--- config.mk ---
export PLATFORM = sky130hd
export DESIGN_NAME = vga_top
export DESIGN_NICKNAME = d
export VERILOG_FILES = /design/src/rtl/vga_pkg.sv /design/src/rtl/vga_top.sv /design/src/rtl/vga_pixel_out.sv /design/src/rtl/vga_axis_timer.sv /design/src/rtl/vga_pclk_div.sv /design/src/rtl/vga_regs.sv
export SDC_FILE = /design/constraint.sdc
export NUM_CORES = 1
export LEC_CHECK = 0
export BUFFER_PORTS_ARGS = -buffer_cell sky130_fd_sc_hd__buf_2
export CORE_ASPECT_RATIO = 0.75
export CORE_MARGIN = 2
export CORE_UTILIZATION = 25
export DETAILED_ROUTE_END_ITERATION = 8
export GPL_TIMING_DRIVEN = 0
export PLACE_DENSITY = 0.51
export REMOVE_ABC_BUFFERS = 1
export SLEW_MARGIN = 20
export SYNTH_ARGS = -nofsm -noshare
export SYNTH_HDL_FRONTEND = slang
export SYNTH_HIERARCHICAL = 1
export SYNTH_SLANG_ARGS = --single-unit
--- constraint.sdc ---
create_clock -name pclk_i -period 3.53 [get_ports pclk_i]
set_clock_uncertainty 0.1 [all_clocks]
set_input_delay 0.5295 -clock pclk_i [delete_from_list [all_inputs] [get_ports pclk_i]]
set_output_delay 0.5295 -clock pclk_i [all_outputs]
set_load 0.01 [all_outputs]
--- src/rtl/vga_pkg.sv ---
// Shared constants and types for the display controller.
// Register indices are word addresses taken from paddr[5:2].
// Porch and sync fields hold the phase length minus 1.
// Visible lengths are 16 bits wide, so they are limited to 65536 ticks per axis.
`default_nettype none

package vga_pkg;

  ////////////////////
  // register map
  ////////////////////
  localparam logic [3:0] ADDR_CTRL = 4'd0;
  localparam logic [3:0] ADDR_HVVL = 4'd1;
  localparam logic [3:0] ADDR_HTIM = 4'd2;
  localparam logic [3:0] ADDR_VTIM = 4'd3;
  localparam logic [3:0] ADDR_STAT = 4'd4;

  // field widths
  localparam int TB_W  = 8;
  localparam int VL_W  = 16;
  localparam int DIV_W = 8;

  // axis indices into the timer array
  localparam int N_AXES = 2;
  localparam int AXIS_H = 0;
  localparam int AXIS_V = 1;

  ////////////////////
  // register words
  ////////////////////
  typedef struct packed {
    logic [15:0]      rsvd_hi;
    logic [DIV_W-1:0] div;
    logic             vspol;
    logic             hspol;
    logic             blpol;
    logic [1:0]       rsvd_lo;
    logic             vie;
    logic             hie;
    logic             en;
  } ctrl_reg_t;

  typedef struct packed {
    logic [7:0]      rsvd;
    logic [TB_W-1:0] bp;
    logic [TB_W-1:0] sn;
    logic [TB_W-1:0] fp;
  } tim_reg_t;

  // one apb write word, seen as control or timing fields by address
  typedef union packed {
    logic [31:0] raw;
    ctrl_reg_t   ctrl;
    tim_reg_t    tim;
  } apb_word_u;

  ////////////////////
  // datapath bundles
  ////////////////////
  typedef struct packed {
    logic [TB_W-1:0] sn;
    logic [TB_W-1:0] bp;
    logic [TB_W-1:0] fp;
    logic [VL_W-1:0] vl;
  } axis_cfg_t;

  typedef struct packed {
    logic sync;
    logic visible;
    logic last_o_tick;
  } axis_stat_t;

  typedef struct packed {
    logic hspol;
    logic vspol;
    logic blpol;
  } disp_cfg_t;

endpackage

`default_nettype wire
--- src/rtl/vga_top.sv ---
// Display controller top: APB registers, pixel divider, two axis timers
// and the output stage, all on pclk_i.
// Pixels enter on pixel_data_i, sampled while pixel_ready_o is high.
`timescale 1ns/100ps
`default_nettype none

module vga_top (
  input  logic        pclk_i,
  input  logic        rst_i,
  input  logic        psel_i,
  input  logic        penable_i,
  input  logic        pwrite_i,
  input  logic [5:0]  paddr_i,
  input  logic [31:0] pwdata_i,
  output logic [31:0] prdata_o,
  output logic        pready_o,
  output logic        irq_o,
  input  logic [15:0] pixel_data_i,
  output logic        pixel_ready_o,
  output logic        hsync_o,
  output logic        vsync_o,
  output logic        de_o,
  output logic        blank_o,
  output logic [4:0]  vga_r_o,
  output logic [5:0]  vga_g_o,
  output logic [4:0]  vga_b_o
);
  import vga_pkg::*;

  logic                     disp_en;
  logic [DIV_W-1:0]         div;
  axis_cfg_t [N_AXES-1:0]   axis_cfg;
  axis_stat_t [N_AXES-1:0]  axis_stat;
  logic [N_AXES-1:0]        axis_step;
  disp_cfg_t                disp_cfg;
  logic                     pix_tick;
  logic                     hend;
  logic                     vend;

  vga_regs u_regs (
    .pclk_i     (pclk_i),
    .rst_i      (rst_i),
    .psel_i     (psel_i),
    .penable_i  (penable_i),
    .pwrite_i   (pwrite_i),
    .paddr_i    (paddr_i),
    .pwdata_i   (pwdata_i),
    .prdata_o   (prdata_o),
    .pready_o   (pready_o),
    .hend_i     (hend),
    .vend_i     (vend),
    .irq_o      (irq_o),
    .disp_en_o  (disp_en),
    .div_o      (div),
    .axis_cfg_o (axis_cfg),
    .disp_cfg_o (disp_cfg)
  );

  vga_pclk_div u_pclk_div (
    .pclk_i     (pclk_i),
    .rst_i      (rst_i),
    .en_i       (disp_en),
    .div_i      (div),
    .pix_tick_o (pix_tick)
  );

  ////////////////////
  // axis timer chain
  ////////////////////
  for (genvar gi = 0; gi < N_AXES; gi++) begin : g_axis
    if (gi == 0) begin : g_first
      assign axis_step[gi] = pix_tick;
    end else begin : g_next
      // carry in from the end of the faster axis
      assign axis_step[gi] = axis_step[gi-1] & axis_stat[gi-1].last_o_tick;
    end

    vga_axis_timer u_timer (
      .pclk_i (pclk_i),
      .rst_i  (rst_i),
      .en_i   (disp_en),
      .step_i (axis_step[gi]),
      .cfg_i  (axis_cfg[gi]),
      .stat_o (axis_stat[gi])
    );
  end

  // line end and frame end events for the status flags
  assign hend = axis_step[AXIS_H] & axis_stat[AXIS_H].last_o_tick;
  assign vend = hend & axis_stat[AXIS_V].last_o_tick;

  vga_pixel_out u_pixel_out (
    .pclk_i        (pclk_i),
    .rst_i         (rst_i),
    .pix_tick_i    (pix_tick),
    .h_stat_i      (axis_stat[AXIS_H]),
    .v_stat_i      (axis_stat[AXIS_V]),
    .disp_cfg_i    (disp_cfg),
    .pixel_data_i  (pixel_data_i),
    .pixel_ready_o (pixel_ready_o),
    .hsync_o       (hsync_o),
    .vsync_o       (vsync_o),
    .de_o          (de_o),
    .blank_o       (blank_o),
    .vga_r_o       (vga_r_o),
    .vga_g_o       (vga_g_o),
    .vga_b_o       (vga_b_o)
  );

endmodule

`default_nettype wire

--- src/rtl/vga_pixel_out.sv ---
// Output stage of the display controller.
// Every output is registered one clock after the timer state.
// pixel_data_i must be valid whenever pixel_ready_o is high, there is no stall.
// RGB follows the strobe by one clock and is forced to 0 outside visible time,
// so the last pixel of each line is masked by the falling data enable.
`timescale 1ns/100ps
`default_nettype none

module vga_pixel_out (
  input  logic                pclk_i,
  input  logic                rst_i,
  input  logic                pix_tick_i,
  input  vga_pkg::axis_stat_t h_stat_i,
  input  vga_pkg::axis_stat_t v_stat_i,
  input  vga_pkg::disp_cfg_t  disp_cfg_i,
  input  logic [15:0]         pixel_data_i,
  output logic                pixel_ready_o,
  output logic                hsync_o,
  output logic                vsync_o,
  output logic                de_o,
  output logic                blank_o,
  output logic [4:0]          vga_r_o,
  output logic [5:0]          vga_g_o,
  output logic [4:0]          vga_b_o
);

  logic de_next;
  logic req_next;

  assign de_next  = h_stat_i.visible & v_stat_i.visible;
  assign req_next = pix_tick_i & de_next;

  always_ff @(posedge pclk_i) begin
    if (rst_i) begin
      pixel_ready_o <= 1'b0;
      hsync_o       <= 1'b0;
      vsync_o       <= 1'b0;
      de_o          <= 1'b0;
      blank_o       <= 1'b1;
      vga_r_o       <= '0;
      vga_g_o       <= '0;
      vga_b_o       <= '0;
    end else begin
      pixel_ready_o <= req_next;
      hsync_o       <= h_stat_i.sync ^ disp_cfg_i.hspol;
      vsync_o       <= v_stat_i.sync ^ disp_cfg_i.vspol;
      de_o          <= de_next;
      blank_o       <= ~de_next ^ disp_cfg_i.blpol;
      if (!de_next) begin
        vga_r_o <= '0;
        vga_g_o <= '0;
        vga_b_o <= '0;
      end else if (pixel_ready_o) begin
        // rgb565 split
        vga_r_o <= pixel_data_i[15:11];
        vga_g_o <= pixel_data_i[10:5];
        vga_b_o <= pixel_data_i[4:0];
      end
    end
  end

endmodule

`default_nettype wire

--- src/rtl/vga_axis_timer.sv ---
// One display axis: sync, back porch, visible, front porch, then wrap.
// Each phase lasts its field value plus 1 steps.
// Changing the timing while enabled may give one irregular period.
// Disabled, the timer parks on its first sync tick with sync low.
`timescale 1ns/100ps
`default_nettype none

module vga_axis_timer (
  input  logic                pclk_i,
  input  logic                rst_i,
  input  logic                en_i,
  input  logic                step_i,
  input  vga_pkg::axis_cfg_t  cfg_i,
  output vga_pkg::axis_stat_t stat_o
);
  import vga_pkg::*;

  typedef enum logic [1:0] {
    PH_SYNC,
    PH_BP,
    PH_VIS,
    PH_FP
  } phase_e;

  phase_e          phase_q;
  phase_e          phase_next;
  logic [VL_W-1:0] cnt_q;
  logic [VL_W-1:0] phase_len;
  logic            phase_done;

  // length of the current phase and the one after it
  always_comb begin
    case (phase_q)
      PH_SYNC: begin
        phase_len  = VL_W'(cfg_i.sn);
        phase_next = PH_BP;
      end
      PH_BP: begin
        phase_len  = VL_W'(cfg_i.bp);
        phase_next = PH_VIS;
      end
      PH_VIS: begin
        phase_len  = cfg_i.vl;
        phase_next = PH_FP;
      end
      default: begin
        phase_len  = VL_W'(cfg_i.fp);
        phase_next = PH_SYNC;
      end
    endcase
  end

  assign phase_done = (cnt_q == phase_len);

  always_ff @(posedge pclk_i) begin
    if (rst_i || !en_i) begin
      phase_q <= PH_SYNC;
      cnt_q   <= '0;
    end else if (step_i) begin
      if (phase_done) begin
        phase_q <= phase_next;
        cnt_q   <= '0;
      end else begin
        cnt_q <= cnt_q + 1'b1;
      end
    end
  end

  // internal sync is active high
  assign stat_o.sync        = en_i & (phase_q == PH_SYNC);
  assign stat_o.visible     = (phase_q == PH_VIS);
  assign stat_o.last_o_tick = (phase_q == PH_FP) & phase_done;

endmodule

`default_nettype wire

--- src/rtl/vga_pclk_div.sv ---
// Pixel tick generator: one tick every div+1 clocks while enabled.
// The first tick comes on the first enabled clock.
`timescale 1ns/100ps
`default_nettype none

module vga_pclk_div (
  input  logic                      pclk_i,
  input  logic                      rst_i,
  input  logic                      en_i,
  input  logic [vga_pkg::DIV_W-1:0] div_i,
  output logic                      pix_tick_o
);
  import vga_pkg::*;

  logic [DIV_W-1:0] cnt_q;

  // down counter, reload from div on zero
  always_ff @(posedge pclk_i) begin
    if (rst_i || !en_i) begin
      cnt_q <= '0;
    end else if (cnt_q == '0) begin
      cnt_q <= div_i;
    end else begin
      cnt_q <= cnt_q - 1'b1;
    end
  end

  assign pix_tick_o = en_i & (cnt_q == '0);

endmodule

`default_nettype wire

--- src/rtl/vga_regs.sv ---
// APB register file of the display controller.
// pready_o is tied high, so every access completes in its enable cycle.
// Reserved bits of CTRL, HTIM and VTIM are dropped on write and read as 0.
// STAT flags are sticky: writing 0 clears a flag, and a new event in the
// same cycle wins over the clear.
`timescale 1ns/100ps
`default_nettype none

module vga_regs (
  input  logic                                     pclk_i,
  input  logic                                     rst_i,
  input  logic                                     psel_i,
  input  logic                                     penable_i,
  input  logic                                     pwrite_i,
  input  logic [5:0]                               paddr_i,
  input  logic [31:0]                              pwdata_i,
  output logic [31:0]                              prdata_o,
  output logic                                     pready_o,
  input  logic                                     hend_i,
  input  logic                                     vend_i,
  output logic                                     irq_o,
  output logic                                     disp_en_o,
  output logic [vga_pkg::DIV_W-1:0]                div_o,
  output vga_pkg::axis_cfg_t [vga_pkg::N_AXES-1:0] axis_cfg_o,
  output vga_pkg::disp_cfg_t                       disp_cfg_o
);
  import vga_pkg::*;

  logic [3:0]  addr;
  logic        wr_en;
  logic        rd_en;
  logic        stat_wr;
  apb_word_u   wr_word;
  ctrl_reg_t   ctrl_q;
  ctrl_reg_t   ctrl_d;
  tim_reg_t    tim_d;
  tim_reg_t    htim_q;
  tim_reg_t    vtim_q;
  logic [31:0] hvvl_q;
  logic        hif_q;
  logic        vif_q;
  logic        hif_d;
  logic        vif_d;

  assign addr     = paddr_i[5:2];
  assign wr_en    = psel_i & penable_i & pwrite_i;
  assign rd_en    = psel_i & penable_i & ~pwrite_i;
  assign stat_wr  = wr_en & (addr == ADDR_STAT);
  assign pready_o = 1'b1;
  assign wr_word  = pwdata_i;

  ////////////////////
  // write decode
  ////////////////////
  always_comb begin
    // keep only the defined control fields
    ctrl_d       = '0;
    ctrl_d.en    = wr_word.ctrl.en;
    ctrl_d.hie   = wr_word.ctrl.hie;
    ctrl_d.vie   = wr_word.ctrl.vie;
    ctrl_d.blpol = wr_word.ctrl.blpol;
    ctrl_d.hspol = wr_word.ctrl.hspol;
    ctrl_d.vspol = wr_word.ctrl.vspol;
    ctrl_d.div   = wr_word.ctrl.div;
    // timing word, top byte unused
    tim_d        = wr_word.tim;
    tim_d.rsvd   = '0;
  end

  // sticky flags, a pwdata bit of 1 keeps the flag
  assign hif_d = hend_i | (hif_q & ~(stat_wr & ~pwdata_i[0]));
  assign vif_d = vend_i | (vif_q & ~(stat_wr & ~pwdata_i[1]));

  always_ff @(posedge pclk_i) begin
    if (rst_i) begin
      ctrl_q <= '0;
      hvvl_q <= '0;
      htim_q <= '0;
      vtim_q <= '0;
      hif_q  <= 1'b0;
      vif_q  <= 1'b0;
    end else begin
      hif_q <= hif_d;
      vif_q <= vif_d;
      if (wr_en) begin
        case (addr)
          ADDR_CTRL: ctrl_q <= ctrl_d;
          ADDR_HVVL: hvvl_q <= wr_word.raw;
          ADDR_HTIM: htim_q <= tim_d;
          ADDR_VTIM: vtim_q <= tim_d;
          default: ;
        endcase
      end
    end
  end

  ////////////////////
  // read mux
  ////////////////////
  always_comb begin
    prdata_o = '0;
    if (rd_en) begin
      case (addr)
        ADDR_CTRL: prdata_o = ctrl_q;
        ADDR_HVVL: prdata_o = hvvl_q;
        ADDR_HTIM: prdata_o = htim_q;
        ADDR_VTIM: prdata_o = vtim_q;
        ADDR_STAT: prdata_o = {30'd0, vif_q, hif_q};
        default:   prdata_o = '0;
      endcase
    end
  end

  assign irq_o = (ctrl_q.hie & hif_q) | (ctrl_q.vie & vif_q);

  // config fanout to divider, timers and output stage
  assign disp_en_o  = ctrl_q.en;
  assign div_o      = ctrl_q.div;
  assign disp_cfg_o = '{hspol: ctrl_q.hspol, vspol: ctrl_q.vspol, blpol: ctrl_q.blpol};

  // hvl in the low half, vvl in the high half
  assign axis_cfg_o[AXIS_H] = '{sn: htim_q.sn, bp: htim_q.bp, fp: htim_q.fp,
                                vl: hvvl_q[VL_W-1:0]};
  assign axis_cfg_o[AXIS_V] = '{sn: vtim_q.sn, bp: vtim_q.bp, fp: vtim_q.fp,
                                vl: hvvl_q[2*VL_W-1:VL_W]};

endmodule

`default_nettype wire

==> run_results.csv, run 1 <==
group,metric,value,unit
synth,yosys-top-cells-area,"dfxtp_1 37%, a21oi_1 6.4%, nand3_1 6.2%, o21ai_0 4.9%, mux2i_1 4.2%",
cts,h-tree-depth,4,
global_routing,grt-ovfl-total,0,
routing,wl_per_cell,19.0,um
finish,final_net_count,1164,
synth,ys_seq_elements,161,
synth,synth_edf_count,0,
worst_setup_path,path_max_fanout,6,
synth,syn_area,0.00881,mm2
power_and_ir_drop,powerDensity,372,mW/mm2
die,dieArea,0.0368,mm2
finish,num_antenna_cells,0,
die,io_pins,114,
synth,syn_inst,1037,
timing,holdWs,0.231,ns
timing,fin_tns_setup,0,ns
timing,fin_crit_sh,0.965,
finish,layout_common_cells,"159 x dfxtp_1, 113 x a21oi_1, 109 x nand3_1, 109 x buf_2, 86 x o21ai_0",
timing,hold_viol,0,
placement,gp_congestion,0.791,
timing,final-setup-viol-count,0,
die,fp.dieW,221,um
min_path,min_path_type,"input port to register",
global_routing,antenna_found_initial,0,
routing,via_per_inst,5.17,
routing,drcViolationCount,0,
worst_setup_path,cp-start-kind,"register",
worst_setup_path,cp.arrival,3.65,ns
timing,rsz0062_at_grt,"true",
power_and_ir_drop,p_leak,3.56,nW
timing,max_slew.worst_pin.slew,1.06,ns
synth,yosys.area.top_type,"dfxtp_1",
timing,fin_crit,3.41,ns
die,floorplan.initialDensity,0.254,
cts,insertion_delay,0.45,ns
synth,async_reset_ff_frac,0,
run_status,status,"complete, no violations",
cts,cts_buffers,17,
finish,synthToLayoutAreaGrowth,17.8,%
placement,place_hpwl,19.5,mm
placement,port-buffer-count,110,
synth,ys_warn_count,6,
routing,drt_iter0_drc,730,
run,cap_violations,0,
die,core.rowCount,59,
cts,root_buffer,"clkbuf_16",
cts,cts_tree,"built",
synth,syn_area_per_cell,8.50,um2
finish,fillCellCount,3704,
worst_setup_path,cp-end-kind,"register",
timing,fmax,0.293,GHz
power_and_ir_drop,vdd.ir_drop.worst,0.268,mV
cts,hold_buffers,0,
global_routing,grt_pass1_vias,7357,
global_routing,grt_max_degree,96,
routing,postRouteAntennaNets,0,
synth,yosys_most_used_dff,"dfxtp_1",
timing,final_max_slew_viol_count,0,
routing,finalWirelength,29.6,mm
finish,drive_above_1_share,0.228,
placement,place_area,0.00959,mm2
worst_setup_path,required,3.77,ns
finish,final_area,0.0104,mm2
finish,final_common_cell,"dfxtp_1",
worst_setup_path,crit_type,"register to register",
timing,maxSlewHeadroom,0.290,
routing,firstDrtPassIters,6,
cts,cts.sinks,161,
cts,clk_pin_slew,0.07,ns
synth,synth_top_area_share,0.366,
global_routing,grt_pass1_wl,44.8,mm
synth,yosysUniqueCellTypes,65,
routing,vias,8058,
die,coreArea,0.0347,mm2
die,die_h,167,um
global_routing,grt.total_usage,0.156,
synth,seq_area_frac_synth,0.366,
cts,clockBufferDepth,2,
layout make-up:
class / instances / area [um2] / area share
timing repair buffer: 138 / 875 / 0.0842
inverter: 30 / 115 / 0.0111
tap: 457 / 572 / 0.0551
sequential: 161 / 3230 / 0.311
clock buffer: 21 / 460 / 0.0443
multi-input combinational: 743 / 5030 / 0.485
clock inverter: 10 / 103 / 0.00988
critical path, stage by stage, from the launching register on:
cell,delay [ns]
dfxtp_4,0.37
inv_4,0.06
ha_4,0.15
buf_2,0.19
buf_4,0.14
nand4b_1,0.08
o22ai_1,0.16
a21oi_1,0.05
or4_4,0.50
nor4_4,0.27
and2_4,0.22
and4_4,0.22
and4_4,0.24
nor2b_4,0.16
nand4_1,0.13
xor2_1,0.22
nor2_2,0.05
synth_stat cells, drive strengths merged, types with 3 or more instances:
cell / n
xnor2: 26
or4b: 3
and4: 4
nand2: 35
and4bb: 4
nor2b: 9
dfxtp: 161
a32oi: 4
xor2: 27
a31o: 4
nand2b: 3
inv: 30
a222oi: 28
ha: 14
a22oi: 6
and2: 11
or4: 3
nand4: 14
nand4b: 4
o22ai: 4
mux2: 23
clkbuf: 40
nor4b: 3
o311ai: 4
nor3: 4
nand3: 110
mux2i: 37
and3: 8
nor2: 85
buf: 63
a211oi: 5
o21ai: 112
and3b: 12
nor4: 6
a21oi: 113
logic make-up after synthesis:
logic type	count (synthesis)	share of synthesized area
simple gates	323	0.211
flops	161	0.366
mux	60	0.0718
buf+inv	133	0.0799
compound gates	292	0.199
xor+xnor	53	0.0527
other cells	1	0.000425
fa+ha+maj	14	0.0199
registers in the layout (all words and copies together) (netlist names):
| signal | flops |
|---|---|
| u_pixel_out/vga_b_o | 5 |
| u_regs/hif_q | 1 |
| u_regs/disp_en_o | 1 |
| u_pixel_out/vga_r_o | 5 |
| u_pixel_out/pixel_ready_o | 1 |
| u_pclk_div/cnt_q | 8 |
| u_pixel_out/hsync_o | 1 |
| g_axis.u_timer/cnt_q | 32 |
| u_pixel_out/blank_o | 1 |
| u_regs/axis_cfg_o | 48 |
| u_regs/ctrl_q | 2 |
| u_regs/div_o | 8 |
| u_pixel_out/de_o | 1 |
| u_pixel_out/vga_g_o | 6 |
| u_regs/disp_cfg_o | 3 |
| u_regs/vif_q | 1 |
| u_pixel_out/vsync_o | 1 |
| u_regs/hvvl_q | 32 |
| g_axis.u_timer/phase_q | 4 |
final timing paths:
check	startpoint	end	slack, ns	depth (start not counted)
worst max-delay path	g_axis[0].u_timer/phase_q[0]	g_axis[1].u_timer/cnt_q[15]	0.12	16
worst min-delay path	pixel_data_i[4]	u_pixel_out/vga_b_o[4]	0.23	3
worst max register to register	g_axis[0].u_timer/phase_q[0]	g_axis[1].u_timer/cnt_q[15]	0.12	16
worst min register to register	u_pixel_out/vga_b_o[3]	u_pixel_out/vga_b_o[3]	0.39	2
stage by stage:
step	setup WS, ns	std cells	utilization	total power, W
5_1_grt	-0.136	1560	0.299	0.00402
6_report	0.122	1560	0.299	0.00386
4_1_cts	0.00889	1551	0.296	0.00391
3_5_place_dp	-1.23	1515	0.277	0.00207
2_1_floorplan	-1.20	934	-	0.00192
3_3_place_gp	-5.18	1501	0.269	0.00205
report_power, final:
group / internal [W] / switching [W] / leakage (nW) / total, W
combinational: 0.0000614 / 0.000146 / 1.99 / 0.000207
sequential: 0.00182 / 0.00000451 / 1.30 / 0.00182
clock: 0.00102 / 0.000817 / 0.276 / 0.00183
total: 0.00290 / 0.000967 / 3.56 / 0.00386
per-layer routing:
metal	share of wire	routed length (um)	GRT usage
met3	0.071	2100	0.0416
met5	0	0	0
met4	0.014	409	0.0376
met1	0.49	14600	0.230
met2	0.42	12500	0.223
timing repair:
item | in CTS | in global routing
pin swaps | 3 | 10
setup buffers | 5 | 9
endpoints found under the setup margin | 48 | 38
gates resized for setup | 14 | 11
endpoints found under the hold margin | 0 | 0
Power figures use the tool's default switching activity.
==> inputs of run 2 (changes only) <==
CORE_UTILIZATION = 35   (was 25)
PLACE_DENSITY = 0.64   (was 0.51)
==> run_results.csv, run 2 (synthesis gave the netlist of run 1 again) <==
group,metric,value,unit
placement,place_hpwl,17.9,mm
placement,gp_congestion,0.882,
routing,postRouteAntennaNets,0,
worst_setup_path,cp-end-kind,"register",
power_and_ir_drop,clkPwrFrac,0.485,
routing,firstDrtPassIters,8,
routing,drcViolationCount,0,
die,io_pins,114,
worst_setup_path,crit_type,"register to register",
power_and_ir_drop,vdd.ir_drop.worst,0.341,mV
cts,insertion_delay,0.45,ns
finish,final_common_cell,"dfxtp_1",
routing,highest_layer,"met4",
power_and_ir_drop,switchingPower,0.000978,W
power_and_ir_drop,seqPwrFrac,0.463,
timing,fin_crit,3.46,ns
timing,hold_viol,0,
placement,port-buffer-count,110,
global_routing,grt-ovfl-total,0,
worst_setup_path,slowest_stage,"mux2i_1",
die,dieArea,0.0265,mm2
timing,holdWs,0.231,ns
routing,drt_iter0_drc,968,
finish,layout_common_cells,"159 x dfxtp_1, 113 x a21oi_1, 109 x nand3_1",
cts,clk_pin_slew,0.07,ns
cts,clockBufferDepth,2,
finish,largest_reg_flops,48,
global_routing,grt.total_usage,0.204,
global_routing,grt_pass1_vias,7512,
die,coreArea,0.0248,mm2
finish,final_util,0.413,
die,core.rowCount,50,
cts,h-tree-depth,4,
finish,synthToLayoutAreaGrowth,16.3,%
timing,rsz0062_at_grt,"true",
worst_setup_path,cp_top_family,"simple AND/OR/NAND/NOR gates",
global_routing,grt_max_degree,71,
routing,via_per_inst,5.70,
worst_setup_path,cp.arrival,3.70,ns
routing,wl_met2,11.8,mm
power_and_ir_drop,p_leak,3.57,nW
timing,fin_crit_sh,0.981,
timing,final-setup-viol-count,0,
die,fp.dieW,187,um
worst_setup_path,crit_chain,"buf_4 > ha_2 > mux2i_1 > xnor2_1 > nand4_1 > nor4_4 > and2_4 > and4_4 > and4_4 > nor2b_4 > nand4_1 > xor2_1 > nor2_2",
cts,cts.sinks,161,
cts,root_buffer,"clkbuf_16",
timing,maxSlewHeadroom,0.197,
power_and_ir_drop,swShare,0.249,
worst_setup_path,cp-start-kind,"register",
worst_setup_path,path_max_fanout,8,
worst_setup_path,required,3.77,ns
min_path,min_path_type,"input port to register",
global_routing,antenna_found_initial,0,
finish,num_antenna_cells,0,
routing,vias,8221,
die,floorplan.initialDensity,0.355,
cts,cts_buffers,17,
power_and_ir_drop,combPwrFrac,0.052,
worst_setup_path,ff2ff_path_depth,13,
finish,drive_above_1_share,0.228,
cts,cts_tree,"built",
worst_setup_path,crit_cells,13,
worst_setup_path,critPathMaxStageDelay,0.43,ns
routing,finalWirelength,27.5,mm
timing,max_slew.worst_pin.slew,1.21,ns
power_and_ir_drop,powerDensity,384,mW/mm2
routing,wl_met3,2.66,mm
placement,place_area,0.00944,mm2
routing,wl_per_cell,19.1,um
routing,wl_met1,12.7,mm
finish,final_area,0.0103,mm2
run,cap_violations,0,
global_routing,grt_pass1_wl,42.5,mm
min_path,hold_depth,3,
die,die_h,141,um
finish,final_net_count,1164,
power_and_ir_drop,p_int,0.00296,W
timing,final_max_slew_viol_count,0,
timing,fmax,0.289,GHz
run_status,status,"complete, no violations",
power_and_ir_drop,finalPower,0.00393,W
worst_setup_path,crit_buf_inv,1,
-- run 2: stage by stage --
step	TNS, ns	worst slack [ns]	cells
CTS	0	0.00870	1433
finish	0	0.0673	1442
global placement	-254.58	-4.92	1382
global route	-0.203	-0.105	1442
detailed placement	-17.65	-1.17	1396
floorplan	-35.48	-1.20	934
-- run 2: cell type report --
cell class / instances / area, um2
multi-input combinational: 743 / 5020
sequential: 161 / 3230
inverter: 30 / 115
timing repair buffer: 138 / 870
tap: 338 / 423
clock inverter: 13 / 151
clock buffer: 19 / 443
fill: 2494 / 14600
-- run 2: what timing repair did --
item                                    in CTS  in global routing
resized for setup                           14                 12
endpoints found under the setup margin      34                 28
hold endpoints to repair                     0                  0
hold buffers                                 0                  0
pin swaps                                    3                  5
setup buffers                                5                  9
-- run 2: worst reg2reg max path: stages (launching register included) --
cell	delay, ns
dfxtp_4	0.38
buf_4	0.13
ha_2	0.37
mux2i_1	0.44
xnor2_1	0.17
nand4_1	0.21
nor4_4	0.34
and2_4	0.22
and4_4	0.22
and4_4	0.22
nor2b_4	0.16
nand4_1	0.13
xor2_1	0.21
nor2_2	0.04
-- run 2: per-layer routing --
metal  vias up  GRT usage
met4         0     0.0530
met3        30     0.0398
met5         -          0
met2       451      0.302
met1      3900      0.301
li1       3840          -
-- run 2: power groups by stage --
stage	sequential, W	clock, W	combinational (W)
5_1_grt	0.00182	0.00202	0.000213
3_3_place_gp	0.00187	0	0.000173
2_1_floorplan	0.00186	0	0.0000579
3_5_place_dp	0.00187	0	0.000196
6_report	0.00182	0.00191	0.000203
4_1_cts	0.00182	0.00194	0.000198
-- run 2: path summary, 6_finish.rpt --
| kind | slack (ns) | to | startpoint |
|---|---|---|---|
| max | 0.07 | g_axis[1].u_timer/cnt_q[15] | g_axis[0].u_timer/phase_q[0] |
| max reg2reg | 0.07 | g_axis[1].u_timer/cnt_q[15] | g_axis[0].u_timer/phase_q[0] |
| min | 0.23 | u_pixel_out/vga_r_o[2] | pixel_data_i[13] |
| min reg2reg | 0.39 | u_pixel_out/vga_r_o[2] | u_pixel_out/vga_r_o[2] |
